**src/verilog/ht_cfg.svh**
```systemverilog
`ifndef HT_CFG_SVH
`define HT_CFG_SVH

// ============================================================================
// hash table sizing
// ============================================================================

// lookup key
`define HT_KEY_W    32

// stored value
`define HT_VALUE_W  16

// 16 buckets, key must split evenly into bucket-wide slices
`define HT_BUCKET_W 4

// 32 data entries
`define HT_ADDR_W   5

`endif
```
**src/verilog/ht_pkg.sv**
```systemverilog
`include "ht_cfg.svh"

package ht_pkg;

  typedef enum logic {
    SEARCH = 1'b0,
    INSERT = 1'b1
  } ht_opcode_e;

  typedef struct packed {
    ht_opcode_e              opcode;
    logic [`HT_KEY_W-1:0]    key;
    logic [`HT_VALUE_W-1:0]  value;
  } ht_cmd_t;

  typedef struct packed {
    ht_cmd_t                 cmd;
    logic [`HT_BUCKET_W-1:0] bucket;
  } ht_bucket_cmd_t;

  // head ram word
  typedef struct packed {
    logic [`HT_ADDR_W-1:0]   head_ptr;
    logic                    head_ptr_val;
  } ht_head_t;

  // data ram word, one chain link
  typedef struct packed {
    logic [`HT_KEY_W-1:0]    key;
    logic [`HT_VALUE_W-1:0]  value;
    logic [`HT_ADDR_W-1:0]   next_ptr;
    logic                    next_ptr_val;
  } ht_entry_t;

  typedef enum logic [2:0] {
    FOUND,
    NOT_FOUND,
    INSERTED,
    UPDATED,
    TABLE_FULL
  } ht_rescode_e;

  typedef struct packed {
    ht_opcode_e              opcode;
    logic [`HT_KEY_W-1:0]    key;
    logic [`HT_VALUE_W-1:0]  value;
    ht_rescode_e             code;
  } ht_res_t;

  typedef struct packed {
    logic [15:0]             hits;
    logic [15:0]             misses;
    logic [15:0]             inserts;
    logic [15:0]             fulls;
  } ht_stats_t;

endpackage

```
**src/verilog/ht_top.sv**
```systemverilog
`timescale 1ns/1ps
`include "ht_cfg.svh"

module ht_top (
  input  logic              clk_i,
  input  logic              rst_i,

  input  ht_pkg::ht_cmd_t   cmd_i,
  input  logic              cmd_valid_i,
  output logic              cmd_ready_o,

  output ht_pkg::ht_res_t   res_o,
  output logic              res_valid_o,

  input  logic              clear_run_i,
  output logic              clear_done_o,

  output ht_pkg::ht_stats_t stats_o
);

  ht_pkg::ht_bucket_cmd_t  lookup;
  logic                    lookup_valid;
  ht_pkg::ht_bucket_cmd_t  walk_cmd;
  ht_pkg::ht_head_t        walk_head;
  logic                    walk_valid;
  logic                    link_valid;
  logic [`HT_BUCKET_W-1:0] link_bucket;
  ht_pkg::ht_head_t        link_head;
  ht_pkg::ht_res_t         done_res;
  logic                    done_valid;
  logic                    clear_busy;

  ht_hash_decode decode_i (
    .clk_i          ( clk_i        ),
    .rst_i          ( rst_i        ),
    .cmd_i          ( cmd_i        ),
    .cmd_valid_i    ( cmd_valid_i  ),
    .cmd_ready_o    ( cmd_ready_o  ),
    .done_i         ( done_valid   ),
    .clear_busy_i   ( clear_busy   ),
    .lookup_o       ( lookup       ),
    .lookup_valid_o ( lookup_valid )
  );

  ht_head_table head_table_i (
    .clk_i          ( clk_i        ),
    .rst_i          ( rst_i        ),
    .lookup_i       ( lookup       ),
    .lookup_valid_i ( lookup_valid ),
    .link_valid_i   ( link_valid   ),
    .link_bucket_i  ( link_bucket  ),
    .link_head_i    ( link_head    ),
    .clear_run_i    ( clear_run_i  ),
    .clear_busy_o   ( clear_busy   ),
    .clear_done_o   ( clear_done_o ),
    .walk_cmd_o     ( walk_cmd     ),
    .walk_head_o    ( walk_head    ),
    .walk_valid_o   ( walk_valid   )
  );

  ht_data_table data_table_i (
    .clk_i          ( clk_i        ),
    .rst_i          ( rst_i        ),
    .walk_cmd_i     ( walk_cmd     ),
    .walk_head_i    ( walk_head    ),
    .walk_valid_i   ( walk_valid   ),
    .clear_run_i    ( clear_run_i  ),
    .link_valid_o   ( link_valid   ),
    .link_bucket_o  ( link_bucket  ),
    .link_head_o    ( link_head    ),
    .done_res_o     ( done_res     ),
    .done_valid_o   ( done_valid   )
  );

  ht_result result_i (
    .clk_i          ( clk_i        ),
    .rst_i          ( rst_i        ),
    .done_res_i     ( done_res     ),
    .done_valid_i   ( done_valid   ),
    .res_o          ( res_o        ),
    .res_valid_o    ( res_valid_o  ),
    .stats_o        ( stats_o      )
  );

endmodule

```
**src/verilog/ht_result.sv**
```systemverilog
`timescale 1ns/1ps

module ht_result (
  input  logic              clk_i,
  input  logic              rst_i,

  input  ht_pkg::ht_res_t   done_res_i,
  input  logic              done_valid_i,

  output ht_pkg::ht_res_t   res_o,
  output logic              res_valid_o,

  output ht_pkg::ht_stats_t stats_o
);

  // counters hold at all ones
  function automatic logic [15:0] sat_inc(input logic [15:0] cnt);
    sat_inc = (cnt == '1) ? cnt : cnt + 1'b1;
  endfunction

  always_ff @(posedge clk_i or posedge rst_i)
  begin
    if (rst_i)
      res_valid_o <= 1'b0;
    else
      res_valid_o <= done_valid_i;
  end

  always_ff @(posedge clk_i)
  begin
    if (done_valid_i)
      res_o <= done_res_i;
  end

  // ==========================================================================
  // statistics, updates count as inserts
  // ==========================================================================

  always_ff @(posedge clk_i or posedge rst_i)
  begin
    if (rst_i)
      stats_o <= '0;
    else if (done_valid_i)
    begin
      case (done_res_i.code)
        ht_pkg::FOUND:      stats_o.hits    <= sat_inc(stats_o.hits);
        ht_pkg::NOT_FOUND:  stats_o.misses  <= sat_inc(stats_o.misses);
        ht_pkg::INSERTED,
        ht_pkg::UPDATED:    stats_o.inserts <= sat_inc(stats_o.inserts);
        ht_pkg::TABLE_FULL: stats_o.fulls   <= sat_inc(stats_o.fulls);
        default:            stats_o         <= stats_o;
      endcase
    end
  end

endmodule

```
**src/verilog/ht_data_table.sv**
```systemverilog
`timescale 1ns/1ps
`include "ht_cfg.svh"

module ht_data_table (
  input  logic                    clk_i,
  input  logic                    rst_i,

  input  ht_pkg::ht_bucket_cmd_t  walk_cmd_i,
  input  ht_pkg::ht_head_t        walk_head_i,
  input  logic                    walk_valid_i,

  input  logic                    clear_run_i,

  output logic                    link_valid_o,
  output logic [`HT_BUCKET_W-1:0] link_bucket_o,
  output ht_pkg::ht_head_t        link_head_o,

  output ht_pkg::ht_res_t         done_res_o,
  output logic                    done_valid_o
);

  typedef enum logic [1:0] {
    IDLE,
    READ,
    COMPARE,
    WRITE
  } state_e;

  state_e                 state_q;
  state_e                 state_d;

  ht_pkg::ht_bucket_cmd_t cmd_q;
  ht_pkg::ht_head_t       head_q;
  logic [`HT_ADDR_W-1:0]  cur_addr_q;
  logic [`HT_ADDR_W:0]    alloc_q;
  logic                   table_full;

  logic [`HT_ADDR_W-1:0]  rd_addr;
  ht_pkg::ht_entry_t      rd_data;
  logic [`HT_ADDR_W-1:0]  wr_addr_q;
  ht_pkg::ht_entry_t      wr_data_q;
  logic                   new_entry_q;

  logic                   key_match;
  logic                   back_read;
  logic                   at_tail;
  logic                   load_new;
  logic                   load_upd;
  ht_pkg::ht_rescode_e    done_code;
  logic [`HT_VALUE_W-1:0] done_value;

  assign key_match = (rd_data.key == cmd_q.cmd.key);
  assign back_read = (state_q == COMPARE) && !key_match && rd_data.next_ptr_val;

  // empty bucket or last link without a match
  assign at_tail = ((state_q == READ) && !head_q.head_ptr_val) ||
                   ((state_q == COMPARE) && !key_match && !rd_data.next_ptr_val);

  // follow next_ptr straight from the ram output
  assign rd_addr    = back_read ? rd_data.next_ptr : head_q.head_ptr;
  assign table_full = alloc_q[`HT_ADDR_W];

  // ==========================================================================
  // chain walk FSM
  // ==========================================================================

  always_comb
  begin
    state_d      = state_q;
    done_valid_o = 1'b0;
    done_code    = ht_pkg::NOT_FOUND;
    done_value   = '0;
    load_new     = 1'b0;
    load_upd     = 1'b0;

    case (state_q)
      IDLE:
        if (walk_valid_i)
          state_d = READ;
      READ:
        if (head_q.head_ptr_val)
          state_d = COMPARE;
      COMPARE:
        if (key_match)
        begin
          if (cmd_q.cmd.opcode == ht_pkg::SEARCH)
          begin
            done_valid_o = 1'b1;
            done_code    = ht_pkg::FOUND;
            done_value   = rd_data.value;
            state_d      = IDLE;
          end
          else
          begin
            load_upd = 1'b1;
            state_d  = WRITE;
          end
        end
      WRITE:
      begin
        done_valid_o = 1'b1;
        done_code    = new_entry_q ? ht_pkg::INSERTED : ht_pkg::UPDATED;
        done_value   = wr_data_q.value;
        state_d      = IDLE;
      end
      default:
        state_d = IDLE;
    endcase

    if (at_tail)
    begin
      if (cmd_q.cmd.opcode == ht_pkg::SEARCH || table_full)
      begin
        done_valid_o = 1'b1;
        done_code    = table_full && (cmd_q.cmd.opcode == ht_pkg::INSERT) ?
                       ht_pkg::TABLE_FULL : ht_pkg::NOT_FOUND;
        state_d      = IDLE;
      end
      else
      begin
        load_new = 1'b1;
        state_d  = WRITE;
      end
    end
  end

  always_ff @(posedge clk_i or posedge rst_i)
  begin
    if (rst_i)
      state_q <= IDLE;
    else
      state_q <= state_d;
  end

  // rising allocator, rewound by clear
  always_ff @(posedge clk_i or posedge rst_i)
  begin
    if (rst_i)
      alloc_q <= '0;
    else if (clear_run_i)
      alloc_q <= '0;
    else if (link_valid_o)
      alloc_q <= alloc_q + 1'b1;
  end

  always_ff @(posedge clk_i)
  begin
    if (state_q == IDLE && walk_valid_i)
    begin
      cmd_q  <= walk_cmd_i;
      head_q <= walk_head_i;
    end

    if (state_q == READ)
      cur_addr_q <= head_q.head_ptr;
    else if (back_read)
      cur_addr_q <= rd_data.next_ptr;

    if (load_upd)
    begin
      new_entry_q <= 1'b0;
      wr_addr_q   <= cur_addr_q;
      wr_data_q   <= '{key: rd_data.key, value: cmd_q.cmd.value,
                       next_ptr: rd_data.next_ptr, next_ptr_val: rd_data.next_ptr_val};
    end
    else if (load_new)
    begin
      // new entry goes in front of the old head
      new_entry_q <= 1'b1;
      wr_addr_q   <= alloc_q[`HT_ADDR_W-1:0];
      wr_data_q   <= '{key: cmd_q.cmd.key, value: cmd_q.cmd.value,
                       next_ptr: head_q.head_ptr, next_ptr_val: head_q.head_ptr_val};
    end
  end

  assign link_valid_o  = (state_q == WRITE) && new_entry_q;
  assign link_bucket_o = cmd_q.bucket;
  assign link_head_o   = '{head_ptr: wr_addr_q, head_ptr_val: 1'b1};

  assign done_res_o = '{opcode: cmd_q.cmd.opcode, key: cmd_q.cmd.key,
                        value: done_value, code: done_code};

  ht_dp_ram #(
    .payload_t ( ht_pkg::ht_entry_t ),
    .addr_w    ( `HT_ADDR_W         )
  ) data_ram_i (
    .clk_i     ( clk_i              ),
    .rd_addr_i ( rd_addr            ),
    .rd_data_o ( rd_data            ),
    .wr_en_i   ( state_q == WRITE   ),
    .wr_addr_i ( wr_addr_q          ),
    .wr_data_i ( wr_data_q          )
  );

endmodule

```
**src/verilog/ht_head_table.sv**
```systemverilog
`timescale 1ns/1ps
`include "ht_cfg.svh"

module ht_head_table (
  input  logic                    clk_i,
  input  logic                    rst_i,

  input  ht_pkg::ht_bucket_cmd_t  lookup_i,
  input  logic                    lookup_valid_i,

  input  logic                    link_valid_i,
  input  logic [`HT_BUCKET_W-1:0] link_bucket_i,
  input  ht_pkg::ht_head_t        link_head_i,

  input  logic                    clear_run_i,
  output logic                    clear_busy_o,
  output logic                    clear_done_o,

  output ht_pkg::ht_bucket_cmd_t  walk_cmd_o,
  output ht_pkg::ht_head_t        walk_head_o,
  output logic                    walk_valid_o
);

  logic [`HT_BUCKET_W-1:0] clear_addr;
  logic                    wr_en;
  logic [`HT_BUCKET_W-1:0] wr_addr;
  ht_pkg::ht_head_t        wr_data;

  // ==========================================================================
  // clear sweep, one bucket per cycle
  // ==========================================================================

  always_ff @(posedge clk_i or posedge rst_i)
  begin
    if (rst_i)
    begin
      clear_busy_o <= 1'b0;
      clear_addr   <= '0;
    end
    else if (clear_run_i)
    begin
      clear_busy_o <= 1'b1;
      clear_addr   <= '0;
    end
    else if (clear_busy_o)
    begin
      clear_addr <= clear_addr + 1'b1;
      if (clear_done_o)
        clear_busy_o <= 1'b0;
    end
  end

  assign clear_done_o = clear_busy_o && (clear_addr == '1);

  // sweep owns the write port, relink otherwise
  assign wr_en   = clear_busy_o || link_valid_i;
  assign wr_addr = clear_busy_o ? clear_addr : link_bucket_i;
  assign wr_data = clear_busy_o ? '0 : link_head_i;

  // ==========================================================================
  // head lookup
  // ==========================================================================

  always_ff @(posedge clk_i or posedge rst_i)
  begin
    if (rst_i)
      walk_valid_o <= 1'b0;
    else
      walk_valid_o <= lookup_valid_i;
  end

  always_ff @(posedge clk_i)
  begin
    if (lookup_valid_i)
      walk_cmd_o <= lookup_i;
  end

  ht_dp_ram #(
    .payload_t ( ht_pkg::ht_head_t ),
    .addr_w    ( `HT_BUCKET_W      )
  ) head_ram_i (
    .clk_i     ( clk_i             ),
    .rd_addr_i ( lookup_i.bucket   ),
    .rd_data_o ( walk_head_o       ),
    .wr_en_i   ( wr_en             ),
    .wr_addr_i ( wr_addr           ),
    .wr_data_i ( wr_data           )
  );

endmodule

```
**src/verilog/ht_hash_decode.sv**
```systemverilog
`timescale 1ns/1ps
`include "ht_cfg.svh"

module ht_hash_decode (
  input  logic                   clk_i,
  input  logic                   rst_i,

  input  ht_pkg::ht_cmd_t        cmd_i,
  input  logic                   cmd_valid_i,
  output logic                   cmd_ready_o,

  input  logic                   done_i,
  input  logic                   clear_busy_i,

  output ht_pkg::ht_bucket_cmd_t lookup_o,
  output logic                   lookup_valid_o
);

  localparam int SLICES = `HT_KEY_W / `HT_BUCKET_W;

  logic [`HT_BUCKET_W-1:0] bucket;
  logic                    busy_q;
  logic                    accept;

  // xor fold of the key slices
  always_comb
  begin
    bucket = '0;
    for (int i = 0; i < SLICES; i++)
      bucket = bucket ^ cmd_i.key[i*`HT_BUCKET_W +: `HT_BUCKET_W];
  end

  assign cmd_ready_o = !busy_q && !clear_busy_i;
  assign accept      = cmd_valid_i && cmd_ready_o;

  // one command in flight
  always_ff @(posedge clk_i or posedge rst_i)
  begin
    if (rst_i)
    begin
      busy_q         <= 1'b0;
      lookup_valid_o <= 1'b0;
    end
    else
    begin
      lookup_valid_o <= accept;
      if (accept)
        busy_q <= 1'b1;
      else if (done_i)
        busy_q <= 1'b0;
    end
  end

  always_ff @(posedge clk_i)
  begin
    if (accept)
      lookup_o <= '{cmd: cmd_i, bucket: bucket};
  end

endmodule

```
**src/verilog/ht_dp_ram.sv**
```systemverilog
`timescale 1ns/1ps

module ht_dp_ram #(
  parameter type         payload_t = logic [7:0],
  parameter int unsigned addr_w    = 4
) (
  input  logic              clk_i,

  input  logic [addr_w-1:0] rd_addr_i,
  output payload_t          rd_data_o,

  input  logic              wr_en_i,
  input  logic [addr_w-1:0] wr_addr_i,
  input  payload_t          wr_data_i
);

  localparam int unsigned DEPTH = 1 << addr_w;

  payload_t mem [0:DEPTH-1];

  // write port
  always_ff @(posedge clk_i)
  begin
    if (wr_en_i)
      mem[wr_addr_i] <= wr_data_i;
  end

  // registered read, old data on a same-address collision
  always_ff @(posedge clk_i)
  begin
    rd_data_o <= mem[rd_addr_i];
  end

endmodule

```
**config.mk**
```make
export PLATFORM = sky130hd
export DESIGN_NAME = ht_top
export DESIGN_NICKNAME = d
export VERILOG_FILES = /design/src/verilog/ht_pkg.sv /design/src/verilog/ht_top.sv /design/src/verilog/ht_result.sv /design/src/verilog/ht_data_table.sv /design/src/verilog/ht_head_table.sv /design/src/verilog/ht_hash_decode.sv /design/src/verilog/ht_dp_ram.sv
export VERILOG_INCLUDE_DIRS = /design/src /design/src/verilog
export SDC_FILE = /design/constraint.sdc
export NUM_CORES = 2
export LEC_CHECK = 0
export BUFFER_PORTS_ARGS = -buffer_cell sky130_fd_sc_hd__buf_2
export CELL_PAD_IN_SITES_DETAIL_PLACEMENT = 0
export CELL_PAD_IN_SITES_GLOBAL_PLACEMENT = 2
export CORE_ASPECT_RATIO = 0.7
export CORE_MARGIN = 4
export CORE_UTILIZATION = 51
export CTS_CLUSTER_SIZE = 12
export DETAILED_ROUTE_END_ITERATION = 16
export PLACE_DENSITY_LB_ADDON = 0.12
export REMOVE_ABC_BUFFERS = 1
export SETUP_SLACK_MARGIN = 0.5
export SLEW_MARGIN = 10
export SYNTH_ARGS = -nofsm -noshare
export SYNTH_HDL_FRONTEND = slang
export SYNTH_SLANG_ARGS = --single-unit
```
**constraint.sdc**
```tcl
create_clock -name clk_i -period 13.97 [get_ports clk_i]
set_input_delay 0.6985 -clock clk_i [delete_from_list [all_inputs] [get_ports clk_i]]
set_output_delay 0.6985 -clock clk_i [all_outputs]
set_load 0.01 [all_outputs]
```
==> results.cfg <==
[status]
status = finished clean

[setup_path]
crit_path_start_kind = flip-flop
rr_startpoint = data_table_i.done_res_o[22]
crit_fanout = 143
critical_path.top_delay_family = buffers and inverters
r2r_cells = 11
r2r_setup_slack_ns = 7.76
worst_r2r_endpoint = data_table_i.data_ram_i.rd_data_o[29]
crit_chain = xor2_1 > nor4_2 > nand4_2 > o211ai_4 > buf_12 > mux2i_4 > buf_12 > buf_4 > a221oi_1 > o41ai_1 > and4_1
critPathSlowestCell = buf_4
crit_top_cell = buf_12
worstPathRequired_ns = 14.76
crit_arrival_ns = 7.00
crit_buf_inv = 3
end_kind = flip-flop
path_class = flip-flop to flip-flop
max_stage_delay_ns = 1.08

[synthesis]
ys_seq_area_share_pct = 69.3
netlist_instances = 6098
yosys.area.top_type = edfxtp_1
ys_async_sr_fraction_pct = 3.60
ys_ff_latch = 2247
syn_area_per_cell_sq_um = 15.7
ys_top_cells_by_area = edfxtp_1 (66%), mux2i_1 (14%), a211oi_1 (3.4%)
synth_top_area_share_pct = 65.9
syn-cell-area_sq_mm = 0.0959
synth-main-ff-cell = edfxtp_1
synth_edf_count = 2105
ys_warn_count = 0
synth_cell_types = 59

[floorplanning]
die_h_um = 371
fp.coreArea_sq_mm = 0.186
design.die.area_sq_mm = 0.195
rows = 132
die_w_um = 526
start_util_pct = 51.6
ioPinCount = 172

[pwr]
combinationalPowerShare_pct = 11.4
clockPowerShare_pct = 37.5
p_sw_share_pct = 25.0
p_leak_nw = 36.4
ir_drop_v = 0.000118
p_int_mw = 11.2
p_total_mw = 15.0
switchingPower_mw = 3.74
seqPwrFrac_pct = 51.2
p_per_area_mw_per_mm2 = 141

[sta]
fin_crit_ns = 6.21
max_slew.worst_pin.slew_ns = 1.28
period_share_pct = 44.4
skew_ns = 0.0457
slew_violations = 0
rsz0062_at_grt = false
final.setup.tns_ns = 0
relSlewSlack_pct = 14.8
setup_ws_ns = 7.76
clock.fmax_mhz = 161
finalSetupViolations = 0
whs_ns = 0.0479
hold_viol = 0

[clocking]
cts_tree = done
clock_latency_ns = 0.87
cts_made_buffers = 224
root_buffer = clkbuf_16
clockBufferDepth = 4
numClockSinks = 2247
cts-htree-levels = 4
path_clk_slew_ns = 0.06

[grt]
grt_pass1_wl_um = 398000
grt_max_degree = 217
grtUsageTotal_pct = 27.9
grt_pass1_vias = 55378
grt_antenna_before_repair = 9
gr-total-overflow = 0

[routing]
drcViolationCount = 0
routed_wl_um = 279000
drtIter0Drc = 5916
vias = 56833
viasPerCell = 6.46
avgRoutedWirePerCell_um = 31.7
firstDrtPassIters = 5
antenna_left = 0

[placement]
placed_area_sq_mm = 0.0994
globalplace.congestion = 0.782
port_buffers = 171
dp_hpwl_um = 138000
dpl_worst_slack_ns = 7.83

[min_path]
min_to = decode_i.lookup_o[18]
whs_path_depth = 1
hp-class = input port to flip-flop
holdCritStartpoint = cmd_i[14]

[finish]
regArea_sq_mm = 0.0665
layout-drive-gt1-share_pct = 10.7
fin_nets = 6202
fillCellCount = 14553
multi_input_area_sq_mm = 0.0270
fin_area_sq_mm = 0.106
area_growth_pct = 10.6

[job]
drv_cap = 0
area by class of cell:
class | instances | share of cell area, %
inverters | 231 | 0.818
diodes | 2 | 0.00472
repair buffers | 302 | 1.90
multi-input cells | 3137 | 25.5
well taps | 2479 | 2.92
clock inverters | 25 | 0.129
flip-flops and latches | 2247 | 62.6
clock buffers | 374 | 6.10
power by group through the flow:
stage	Sequential, mW	Combinational (mW)	Clock [mW]
floorplan	7.82	1.85	0
CTS	7.65	1.69	5.69
finish	7.65	1.70	5.60
global placement	7.79	1.67	0
global route	7.66	1.79	6.00
detailed placement	7.79	1.68	0
per-layer routing:
layer  part of all wire (%)  vias to the layer above  global-route usage [%]  routed length, um
met1                     45                    29899                    42.2             126000
li1                       -                    24322                       -                  -
met4                    2.9                        2                    7.78               8020
met5                 0.0047                        -                       0                 13
met2                     45                     2172                    42.3             124000
met3                    7.2                      438                    4.34              20000
worst max path at each step:
stage                                startpoint                               endpoint  depth (start not counted)
floorplan                data_table_i.head_q[2]  data_table_i.data_ram_i.rd_data_o[50]                          4
global placement    data_table_i.done_res_o[19]  data_table_i.data_ram_i.rd_data_o[29]                         11
detailed placement  data_table_i.done_res_o[22]  data_table_i.data_ram_i.rd_data_o[29]                         11
CTS                 data_table_i.done_res_o[22]  data_table_i.data_ram_i.rd_data_o[29]                         11
global route        data_table_i.done_res_o[19]  data_table_i.data_ram_i.rd_data_o[29]                         11
finish              data_table_i.done_res_o[22]  data_table_i.data_ram_i.rd_data_o[29]                         11
sequential cells by signal, summed over array words and instances, names as in the netlist, 2 cells and up:
name and flops:
head_table_i.head_ram_i.rd_data_o 6, data_table_i.done_res_o 33, data_table_i.data_ram_i.rd_data_o 54, head_table_i.clear_addr 4, head_table_i.walk_cmd_o 53, data_table_i.wr_addr_q 5
data_table_i.wr_data_q 54, decode_i.lookup_o 53, data_table_i.alloc_q 6, data_table_i.link_bucket_o 4, data_table_i.head_q 6, data_table_i.cur_addr_q 5
result_i.stats_o 64, data_table_i.cmd_q 16, data_table_i.data_ram_i.mem 1728, data_table_i.state_q 2, head_table_i.head_ram_i.mem 96, result_i.res_o 52
worst reg2reg max path, delay by kind of cell, from the launching register on:
| kind | cells | cell delay, ns |
|---|---|---|
| compound gates | 3 | 1.18 |
| xor+xnor | 1 | 0.25 |
| buf+inv | 3 | 2.53 |
| flops | 1 | 0.42 |
| mux | 1 | 0.41 |
| simple gates | 3 | 1.38 |
cell families after synthesis:
kind of cell	share of synthesized area, %
compound gates	8.73
mux	14.5
fa+ha+maj	0.0782
xor+xnor	1.17
flops	69.3
simple gates	3.27
buf+inv	2.96
Yosys cell counts (all sizes together) (3+ instances only):
master  count
nand3b      9
a22o       16
and4       60
or3b        3
buf       140
dfrtp      81
clkbuf    343
o31ai       3
ha          6
nand2      47
nor4        9
xnor2      68
mux4       30
o41ai     108
inv       231
o21ai     112
a221oi    217
a21oi       9
o22ai     216
and2      221
nor2b      11
mux2i    1301
a32oi       4
a211oi    433
edfxtp   2105
nor3       12
nand4      18
nor3b       3
nand3      25
xor2       60
nor2       86
mux2       20
and3       12
dfxtp      61
layout by cell type, fill, tap and decap left out, drive strengths merged, types with 86 or more instances in the layout:
master  Yosys  layout
edfxtp   2105    2105
a221oi    217     217
and2      221     221
buf       140     290
a211oi    433     433
o41ai     108     108
o21ai     112     112
mux2i    1301    1301
clkbuf    343     374
inv       231     234
nor2       86      86
o22ai     216     216
what timing repair did:
| action | CTS | global route |
|---|---|---|
| hold buffers | 12 | 0 |
| gates resized for setup | 0 | 0 |
| buffers inserted | 0 | 0 |
| hold endpoints to repair | 24 | 0 |
stage by stage:
step | cells | utilization (%)
floorplan | 5615 | -
global placement | 8384 | 53.4
detailed placement | 8384 | 53.4
CTS | 8795 | 57.0
global route | 8796 | 57.0
finish | 8797 | 57.0
(Power assumes the default switching activity.)
